--- config.mk ---
export PLATFORM = sky130hd
export DESIGN_NAME = fetch_top
export DESIGN_NICKNAME = d
export VERILOG_FILES = /design/src/rtl/fetch_pkg.sv /design/src/rtl/instr_bus_if.sv /design/src/rtl/fetch_unit.sv /design/src/rtl/instr_mem.sv /design/src/rtl/fetch_top.sv
export SDC_FILE = /design/constraint.sdc
export NUM_CORES = 2
export LEC_CHECK = 0
export BUFFER_PORTS_ARGS = -buffer_cell sky130_fd_sc_hd__buf_2
export CORE_MARGIN = 5
export CORE_UTILIZATION = 56
export CTS_CLUSTER_DIAMETER = 150
export DETAILED_ROUTE_END_ITERATION = 7
export PLACE_DENSITY = 0.75
export SLEW_MARGIN = 40
export SYNTH_ARGS = -nofsm -noshare
export SYNTH_HDL_FRONTEND = slang
export SYNTH_SLANG_ARGS = --single-unit
--- constraint.sdc ---
create_clock -name clk_i -period 4.95 [get_ports clk_i]
set_clock_uncertainty 0.1 [all_clocks]
set_input_delay 0.99 -clock clk_i [delete_from_list [all_inputs] [get_ports clk_i]]
set_output_delay 0.99 -clock clk_i [all_outputs]
set_load 0.02 [all_outputs]
--- src/rtl/fetch_pkg.sv ---
`default_nettype none

////////////////////
// Fetch package
// Widths, word types, memory geometry and
// the buffer state encoding of the fetch stage
////////////////////

package fetch_pkg;

  localparam int unsigned XLEN = 32;            // Data and address width

  typedef logic [XLEN-1:0] addr_t;              // Byte address
  typedef logic [XLEN-1:0] instr_t;             // Instruction word

  localparam addr_t BOOT_ADDR = 32'h8000_0000;  // First fetch after reset

  // Instruction memory geometry
  localparam int unsigned MEM_WORDS = 64;
  localparam int unsigned MEM_AW    = 6;        // Word index width

  typedef logic [MEM_AW-1:0] mem_idx_t;

  // Output / skid buffer states
  typedef enum logic [1:0] {
    FETCH_EMPTY,  // Nothing buffered
    FETCH_BUSY,   // Output register holds a word
    FETCH_FULL,   // Output and skid register both hold a word
    FETCH_JMP     // Redirect taken, waiting for first new request
  } fetch_state_e;

endpackage : fetch_pkg

`default_nettype wire

--- src/rtl/instr_bus_if.sv ---
`timescale 1ns/100ps
`default_nettype none

////////////////////
// Instruction fetch bus
// Read request channel plus response channel,
// each with its own valid/ready pair
////////////////////

interface instr_bus_if import fetch_pkg::*; ();

  // Request channel
  addr_t  req_addr;   // Word aligned byte address
  logic   req_valid;
  logic   req_ready;

  // Response channel
  instr_t rsp_data;
  logic   rsp_error;  // Address not backed by memory
  logic   rsp_valid;
  logic   rsp_ready;

  // Fetch side
  modport fetcher (
    output req_addr, req_valid, rsp_ready,
    input  req_ready, rsp_data, rsp_error, rsp_valid
  );

  // Memory side
  modport memory (
    input  req_addr, req_valid, rsp_ready,
    output req_ready, rsp_data, rsp_error, rsp_valid
  );

endinterface : instr_bus_if

`default_nettype wire

--- src/rtl/fetch_unit.sv ---
`timescale 1ns/100ps
`default_nettype none

////////////////////
// Instruction fetch unit
// Issues word reads, buffers responses in a two entry
// skid buffer and feeds the decoder with word and PC
////////////////////

module fetch_unit import fetch_pkg::*; (
  input  wire logic   clk_i,
  input  wire logic   rstn_i,

  instr_bus_if.fetcher bus_o,           // Request/response bus to memory

  // Decoder side
  output instr_t      dec_instr_o,
  output addr_t       dec_pc_o,
  output logic        dec_err_o,        // Bus error on this word
  output logic        dec_valid_o,
  input  wire logic   dec_ready_i,

  // Redirect from execute
  input  wire logic   jmp_valid_i,
  input  wire addr_t  jmp_addr_i,

  output logic        ctrl_misalign_o,  // One cycle pulse
  output addr_t       ctrl_fault_addr_o
);

  // Handshakes
  logic req_fire;
  logic rsp_fire;
  logic dec_fire;
  logic rsp_take;    // Response kept, not discarded
  logic jump;        // Aligned redirect
  logic misalign;    // Low address bits set

  // FSM events
  logic load;
  logic flow;
  logic fill;
  logic unload;
  logic flush;
  logic restart;     // First request after redirect issued

  // Register enables and mux select
  logic out_en;
  logic skid_en;
  logic use_skid;

  fetch_state_e state_q, state_d;

  instr_t out_instr_q;
  logic   out_err_q;
  instr_t skid_instr_q;
  logic   skid_err_q;

  addr_t req_addr_q;       // Next request address
  addr_t pc_q;             // PC of word in output register

  logic [1:0] outstanding_q;  // Requests sent, response not yet seen
  logic [1:0] outstanding_d;
  logic [1:0] discard_q;      // Stale responses still to drop
  logic [1:0] buf_cnt;        // Words held in the buffers

  assign req_fire = bus_o.req_valid && bus_o.req_ready;
  assign rsp_fire = bus_o.rsp_valid && bus_o.rsp_ready;
  assign dec_fire = dec_valid_o && dec_ready_i;

  assign jump     = jmp_valid_i && (jmp_addr_i[1:0] == 2'b00);
  assign misalign = jmp_valid_i && (jmp_addr_i[1:0] != 2'b00);

  assign rsp_take = rsp_fire && (discard_q == 2'd0) && !jump;

  ////////////////////
  // Buffer FSM
  ////////////////////

  always_comb begin
    load    = (state_q == FETCH_EMPTY) &&  rsp_take;
    flow    = (state_q == FETCH_BUSY)  &&  rsp_take &&  dec_fire;
    fill    = (state_q == FETCH_BUSY)  &&  rsp_take && !dec_fire;
    unload  = (state_q == FETCH_BUSY)  && !rsp_take &&  dec_fire;
    flush   = (state_q == FETCH_FULL)  &&  dec_fire;
    restart = (state_q == FETCH_JMP)   &&  req_fire;
  end

  always_comb begin
    out_en   = load || flow || flush;
    skid_en  = fill;
    use_skid = flush;  // Skid word moves up
  end

  always_comb begin
    state_d = state_q;
    case (state_q)
      FETCH_EMPTY: if (load) state_d = FETCH_BUSY;
      FETCH_BUSY: begin
        if (fill) begin
          state_d = FETCH_FULL;
        end else if (unload) begin
          state_d = FETCH_EMPTY;
        end
      end
      FETCH_FULL:  if (flush) state_d = FETCH_BUSY;
      FETCH_JMP:   if (restart) state_d = FETCH_EMPTY;
      default:     state_d = FETCH_EMPTY;
    endcase
    if (jump) state_d = FETCH_JMP;  // Redirect wins
  end

  always_ff @(posedge clk_i) begin
    if (!rstn_i) begin
      state_q <= FETCH_EMPTY;
    end else begin
      state_q <= state_d;
    end
  end

  // Output and skid registers, error bit rides along
  always_ff @(posedge clk_i) begin
    if (out_en) begin
      out_instr_q <= use_skid ? skid_instr_q : bus_o.rsp_data;
      out_err_q   <= use_skid ? skid_err_q   : bus_o.rsp_error;
    end
    if (skid_en) begin
      skid_instr_q <= bus_o.rsp_data;
      skid_err_q   <= bus_o.rsp_error;
    end
  end

  ////////////////////
  // Request side
  ////////////////////

  always_comb begin
    case (state_q)
      FETCH_BUSY: buf_cnt = 2'd1;
      FETCH_FULL: buf_cnt = 2'd2;
      default:    buf_cnt = 2'd0;  // EMPTY and JMP
    endcase
  end

  assign outstanding_d = outstanding_q + {1'b0, req_fire} - {1'b0, rsp_fire};

  always_ff @(posedge clk_i) begin
    if (!rstn_i) begin
      outstanding_q <= 2'd0;
      discard_q     <= 2'd0;
    end else begin
      outstanding_q <= outstanding_d;
      if (jump) begin
        discard_q <= outstanding_d;  // Everything in flight is stale
      end else if (rsp_fire && (discard_q != 2'd0)) begin
        discard_q <= discard_q - 2'd1;
      end
    end
  end

  always_ff @(posedge clk_i) begin
    if (!rstn_i) begin
      req_addr_q <= BOOT_ADDR;
    end else if (jump) begin
      req_addr_q <= jmp_addr_i;
    end else if (req_fire) begin
      req_addr_q <= req_addr_q + 32'd4;
    end
  end

  // Never more than two words owed or held
  assign bus_o.req_valid = ({1'b0, buf_cnt} + {1'b0, outstanding_q}) < 3'd2;
  assign bus_o.req_addr  = req_addr_q;
  assign bus_o.rsp_ready = (state_q != FETCH_FULL);

  ////////////////////
  // Decoder side
  ////////////////////

  always_ff @(posedge clk_i) begin
    if (!rstn_i) begin
      pc_q <= BOOT_ADDR;
    end else if (jump) begin
      pc_q <= jmp_addr_i;
    end else if (dec_fire) begin
      pc_q <= pc_q + 32'd4;
    end
  end

  assign dec_instr_o = out_instr_q;
  assign dec_err_o   = out_err_q;
  assign dec_pc_o    = pc_q;
  assign dec_valid_o = (state_q == FETCH_BUSY) || (state_q == FETCH_FULL);

  // Misaligned target, PC stays put
  always_ff @(posedge clk_i) begin
    if (!rstn_i) begin
      ctrl_misalign_o <= 1'b0;
    end else begin
      ctrl_misalign_o <= misalign;
    end
  end

  always_ff @(posedge clk_i) begin
    if (misalign) ctrl_fault_addr_o <= jmp_addr_i;
  end

endmodule : fetch_unit

`default_nettype wire

--- src/rtl/instr_mem.sv ---
`timescale 1ns/100ps
`default_nettype none

////////////////////
// Instruction memory
// Single port word array, one cycle read latency,
// filled through a separate load port
////////////////////

module instr_mem import fetch_pkg::*; (
  input  wire logic     clk_i,
  input  wire logic     rstn_i,

  instr_bus_if.memory   bus_i,        // Fetch bus, read only

  // Load port
  input  wire logic     load_we_i,
  input  wire mem_idx_t load_idx_i,
  input  wire instr_t   load_data_i
);

  instr_t mem [MEM_WORDS];    // Word storage

  addr_t    offset;           // Byte offset from boot address
  mem_idx_t idx;              // Word index of request
  logic     in_range;

  logic req_fire;
  logic rsp_fire;
  logic rsp_valid_q;
  instr_t rsp_data_q;
  logic rsp_error_q;

  ////////////////////
  // Load port
  ////////////////////

  always_ff @(posedge clk_i) begin
    if (load_we_i) mem[load_idx_i] <= load_data_i;
  end

  ////////////////////
  // Read path
  ////////////////////

  assign offset   = bus_i.req_addr - BOOT_ADDR;
  assign idx      = offset[MEM_AW+1:2];
  assign in_range = (offset[XLEN-1:MEM_AW+2] == '0);  // Below BOOT_ADDR wraps high

  assign req_fire = bus_i.req_valid && bus_i.req_ready;
  assign rsp_fire = rsp_valid_q && bus_i.rsp_ready;

  // Free when idle or the held answer leaves now
  assign bus_i.req_ready = !rsp_valid_q || bus_i.rsp_ready;

  always_ff @(posedge clk_i) begin
    if (!rstn_i) begin
      rsp_valid_q <= 1'b0;
    end else if (req_fire) begin
      rsp_valid_q <= 1'b1;    // Back to back is fine
    end else if (rsp_fire) begin
      rsp_valid_q <= 1'b0;
    end
  end

  // Response payload, held until taken
  always_ff @(posedge clk_i) begin
    if (req_fire) begin
      rsp_data_q  <= in_range ? mem[idx] : '0;
      rsp_error_q <= !in_range;
    end
  end

  assign bus_i.rsp_valid = rsp_valid_q;
  assign bus_i.rsp_data  = rsp_data_q;
  assign bus_i.rsp_error = rsp_error_q;

endmodule : instr_mem

`default_nettype wire

--- src/rtl/fetch_top.sv ---
`timescale 1ns/100ps
`default_nettype none

////////////////////
// Fetch subsystem top
// Fetch unit and instruction memory on one fetch bus
////////////////////

module fetch_top import fetch_pkg::*; (
  input  wire logic     clk_i,
  input  wire logic     rstn_i,

  // Memory load port
  input  wire logic     load_we_i,
  input  wire mem_idx_t load_idx_i,
  input  wire instr_t   load_data_i,

  // Decoder
  output instr_t        dec_instr_o,
  output addr_t         dec_pc_o,
  output logic          dec_err_o,
  output logic          dec_valid_o,
  input  wire logic     dec_ready_i,

  // Redirect and exception
  input  wire logic     jmp_valid_i,
  input  wire addr_t    jmp_addr_i,
  output logic          ctrl_misalign_o,
  output addr_t         ctrl_fault_addr_o
);

  instr_bus_if ibus ();   // Fetch to memory

  fetch_unit u_fetch (
    .clk_i             (clk_i),
    .rstn_i            (rstn_i),
    .bus_o             (ibus.fetcher),
    .dec_instr_o       (dec_instr_o),
    .dec_pc_o          (dec_pc_o),
    .dec_err_o         (dec_err_o),
    .dec_valid_o       (dec_valid_o),
    .dec_ready_i       (dec_ready_i),
    .jmp_valid_i       (jmp_valid_i),
    .jmp_addr_i        (jmp_addr_i),
    .ctrl_misalign_o   (ctrl_misalign_o),
    .ctrl_fault_addr_o (ctrl_fault_addr_o)
  );

  instr_mem u_mem (
    .clk_i       (clk_i),
    .rstn_i      (rstn_i),
    .bus_i       (ibus.memory),
    .load_we_i   (load_we_i),
    .load_idx_i  (load_idx_i),
    .load_data_i (load_data_i)
  );

endmodule : fetch_top

`default_nettype wire

# Word level (Yosys, flattened, before mapping)
# Memories as Yosys holds them, arrays and structs flattened. A register that Yosys moved wholly into a read port is not among the register bits.
# Index checks and enable logic that the tools add are counted.
# word_totals
mem_count	1
output_inout_bits	99
register_bits	171
wordCells	87
ram_bits	2048
# classes
n_reduce_logical	37
n_mux	20
magnitude_cmp	1
n_addsub	7
n_eq_ne	8
# memory_table
name	words	word_bits	rd	rd_clocked_by_memory_dff	wr	line	text
u_mem.mem	64	32	1	1	1	instr_mem.sv:22	instr_t mem [MEM_WORDS];
# ops
operator	count
two-way mux 32 bit	5
adder 32 x 3 -> 32 bit, second input constant	2
subtractor 32 bit, second input constant	1
zero test 24 bit	1
logical AND 1 bit	16
two-way mux 2 bit	8
nonzero test 2 bit	6
!= test 3 x 1 -> 1 bit, second input constant	3
one-hot mux 2 bit (4 select lines)	1
zero test 1 bit	6
zero test 2 bit	3
two-way mux 1 bit	5
equality test 2 bit, second input constant	2
logical OR 1 bit	4
!= test 4 x 1 -> 1 bit, second input constant	1
one-hot mux 2 bit (2 select lines)	1
AND reduction 4 bit	1
adder 2 x 2 -> 3 bit	1
< comparator 3 x 2 -> 1 bit, second input constant	1
adder 2 x 1 -> 2 bit	1
equality test 2 x 1 -> 1 bit, second input constant	1
!= test 2 bit, second input constant	1
subtractor 2 x 1 -> 2 bit	1
subtractor 2 x 1 -> 2 bit, second input constant	1

# Longest topological paths before layout
# depth
word_depth	11
mapped_depth	12
depth_no_buf	12

# Cells and area by module
# A second synthesis with hierarchy kept.
# unflattened
cells_unflattened	3963
hier_area_um2	86804.5
# by_module_without_submodules
mod	instances	seq_area_each_um2	area_per_inst_um2	cells_each
instr_mem	1	62510.0	79882.9	3410
fetch_unit	1	4364.2	6921.6	553

# Worst setup path after synthesis
# Ideal clock, no wire load.
# synth_timing
path_kind	in2reg
startpoint	input dec_ready_i
endpoint	register u_fetch.skid_err_q, enable pin
path_slack_ps	-342
required_time_ps	4341
cell_stages	4
setup_ps	509
arrival_ps	4683
cell_sequence	clkbuf_1 -> and2_1 -> clkbuf_1 -> nor4_1
# synth_via
elab_chain_cells	3
# synth_rtl
element	line	text
start, declared	fetch_top.sv:23	input wire logic dec_ready_i,
logical AND 1 bit	fetch_unit.sv:69	assign dec_fire = dec_valid_o && dec_ready_i;
zero test 1 bit	fetch_unit.sv:83	fill = (state_q == FETCH_BUSY) && rsp_take && !dec_fire;
logical AND 1 bit	fetch_unit.sv:83	
named net u_fetch.fill	fetch_unit.sv:42	logic fill;
end signal, assigned	fetch_unit.sv:129	skid_err_q <= bus_o.rsp_error;
end, declared	fetch_unit.sv:57	logic skid_err_q;
# The timed path passes the listed nets, and every way through them passes these cells.
# A chain may end at the register's enable or synchronous reset.

# Worst setup path in the final report
# layout_timing
startpoint	register u_fetch.req_addr_q[2], in the netlist u_fetch.bus_o.req_addr[2]
endpoint	register u_mem.rsp_data_q[26], in the netlist u_mem.bus_i.rsp_data[26], read port of u_mem.mem, data pin
# layout_via
elab_chain_cells	3
# layout_rtl
element	line	text
start, declared	fetch_unit.sv:59	addr_t req_addr_q;
start signal, assigned	fetch_unit.sv:165	req_addr_q <= jmp_addr_i;
start signal, assigned	fetch_unit.sv:167	req_addr_q <= req_addr_q + 32'd4;
subtractor 32 bit *	instr_mem.sv:46	assign offset = bus_i.req_addr - BOOT_ADDR;
zero test 24 bit	instr_mem.sv:48	assign in_range = (offset[XLEN-1:MEM_AW+2] == '0);
zero test 1 bit (no line)	-	
end, declared	instr_mem.sv:31	instr_t rsp_data_q;
# Mark *: on every way between the ends. The rest lies on a longest branch, timed or not.

==> out/metrics.cfg <==
[sta]
final_max_slew_viol_count = 0
post-route-period-util = 0.770
slew_headroom = 0.354
max_clock_freq_mhz = 262
min_period_ns = 3.81
hold_viol_final = 0
tns_ns = 0
finalSetupViolations = 0
worst_slew_pin_slew_ns = 0.963
rsz0062_at_grt = no

[cts]
cts_buffers = 211
ctsHtreeMaxLevel = 4
cts.sinks = 2249
cts_tree = yes
cts-root-buf = clkbuf_16
cts_resized = 0
hold_buffers = 0
clk_pin_slew_ns = 0.06
clkLatencyLatePin_ns = 0.83
cts_max_path_buffers = 3
cts_setup_buffers = 0

[drt]
wl_per_cell_um = 34.2
vias = 44700
vias_per_cell = 6.73
drt_iter0_markers = 6180
dr.pass1.iters = 8
finalWirelength_um = 227000
ant_nets = 0
drcViolationCount = 0

[cells_and_area]
drive_above_1_share = 0.276
syn_to_final_growth_pct = 13.4
fin_util = 0.638
fill_cells = 9835
layout.nets = 4498

[die]
die_x_um = 403
core_sq_mm = 0.154
start_util = 0.562
num_io_pins = 174
fp.dieArea_sq_mm = 0.163
placementRows = 144
die_h_um = 403

[pwr]
ir_drop_mv = 0.425
leakagePower_nw = 30.9
p_per_area_mw_per_mm2 = 488

[logic_synthesis]
yosys-top-cells-count = edfxtp_1, mux4_2, nand2_1
yosysMostFrequentCell = edfxtp_1
synth-edff-count = 2179
ys_seq_area_frac = 0.772
ys_ff_latch = 2249
netlist_instances = 4015
synth.top_cell.area_share = 0.756
synth_top_area_cell = edfxtp_1
syn_area_per_cell_sq_um = 21.6
synth_nets = 4101
yosys-top-cells-area = edfxtp_1, mux4_2, mux4_1, dfxtp_1, mux2i_1
netlist_area_sq_mm = 0.0865
synthDistinctLibCells = 87
yosys_warnings = 0
async_reset_ff_frac = 0
ys.flop_type = edfxtp_1

[grt]
grt_overflow_total = 0
gr-usage-all-layers = 0.279
grt_first_pass_wirelength_um = 323000
grt_start_max_net_pins = 85
antenna_found_initial = 16
grt_pass1_vias = 44000

[setup_path]
endpoint_kind = flip-flop
r2r_setup_slack_ns = 1.14
crit_fanout = 37
crit_arrival_ns = 4.27
crit_type = reg -> reg
startpoint_type = flip-flop
critPathRequiredTime_ns = 5.41

[flow_run]
drv_cap = 0

[place]
port_buffers = 173
place_hpwl_um = 139000
gp_congestion = 0.912

[worst_hold_path]
worstHoldPathType = in -> reg

[outcome]
status = completed

-- worst paths after layout --
kind	from	endpoint	depth (start not counted)
setup / recovery	u_fetch.bus_o.req_addr[2]	u_mem.bus_i.rsp_data[26]	7
hold / removal	jmp_addr_i[28]	u_fetch.ctrl_fault_addr_o[28]	1
setup reg to reg	u_fetch.bus_o.req_addr[2]	u_mem.bus_i.rsp_data[26]	7
hold reg to reg	u_mem.bus_i.rsp_data[2]	u_fetch.skid_instr_q[2]	0
-- layout by cell type (no fill, tap or decap), drive strengths merged, types with 30 or more instances in the layout --
| cell | netlist | final |
|---|---|---|
| mux2 | 35 | 35 |
| dfxtp | 70 | 70 |
| a22oi | 67 | 67 |
| nand2 | 121 | 121 |
| a21oi | 83 | 83 |
| xnor2 | 34 | 34 |
| clkinv | 1 | 87 |
| o21ai | 48 | 48 |
| buf | 131 | 402 |
| nor2 | 109 | 109 |
| mux4 | 483 | 483 |
| mux2i | 111 | 111 |
| clkbuf | 86 | 269 |
| nand4 | 42 | 42 |
| nand3 | 44 | 44 |
| inv | 18 | 30 |
| o22ai | 33 | 33 |
| edfxtp | 2179 | 2179 |
-- through the flow --
stage / std cells / total power [mW] / area (sq um) / setup slack, ns / hold slack [ns]
global route: 6633 / 49.3 / 98100 / 1.10 / 0.217
finish: 6639 / 47.9 / 98100 / 1.14 / 0.258
floorplan: 4015 / 28.9 / 86600 / 0.198 / 0.320
global placement: 6229 / 32.1 / 90900 / 0.718 / 0.334
detailed placement: 6242 / 32.2 / 91300 / 1.30 / 0.339
CTS: 6631 / 48.0 / 98100 / 1.23 / 0.211
-- cells by family (layout without fill, tap and decap cells) --
group | Yosys count | after routing | synth area share
buffers and inverters | 237 | 810 | 0.0176
flip-flops | 2249 | 2249 | 0.772
other | 0 | 7 | 0
AND/OR/NAND/NOR | 445 | 445 | 0.0258
XOR/XNOR | 55 | 55 | 0.00557
AO/OA/AOI/OAI | 389 | 389 | 0.0316
multiplexers | 629 | 629 | 0.146
adder cells (fa/ha/maj) | 11 | 11 | 0.00168
-- worst max-delay path: stages (launching register included) --
cell	delay, ns
dfxtp_4	0.58
buf_12	0.31
buf_12	0.33
buf_12	0.30
mux4_2	0.57
a2111oi_2	0.72
a22o_1	0.36
o21ai_1	0.08
-- flip-flops by register name, summed over array words and instances, names as in the netlist --
register                   flops
u_fetch.bus_o.req_addr        30
u_fetch.ctrl_fault_addr_o     32
u_fetch.ctrl_misalign_o        1
u_fetch.dec_err_o              1
u_fetch.dec_instr_o           32
u_fetch.dec_pc_o              32
u_fetch.discard_q              2
u_fetch.outstanding_q          2
u_fetch.skid_err_q             1
u_fetch.skid_instr_q          32
u_fetch.state_q                2
u_mem.bus_i.rsp_data          32
u_mem.bus_i.rsp_error          1
u_mem.bus_i.rsp_valid          1
u_mem.mem                   2048
-- routing by layer --
layer  wire [um]  track usage
met1       79000        0.374
met2      107000        0.431
met3       26900       0.0701
met4       14000        0.144
met5          46            0
-- area by class of cell --
cell class,count,area (sq um),area share
diodes,7,17.5,0.000178
well taps,2044,2560,0.0261
inverters,19,71.3,0.000727
repair buffers,402,3050,0.0310
clock inverters,120,1240,0.0126
multi-input cells,1529,18800,0.192
flip-flops and latches,2249,66800,0.681
clock buffers,269,5560,0.0566
-- report_power, final --
group | switching [mW] | leakage, nW | total (mW) | internal (mW)
clock | 6.96 | 3.33 | 16.0 | 9.00
sequential | 0.520 | 20.3 | 22.0 | 21.5
combinational | 5.55 | 7.32 | 9.86 | 4.31
total | 13.0 | 30.9 | 47.9 | 34.8
(Power assumes the default switching activity.)
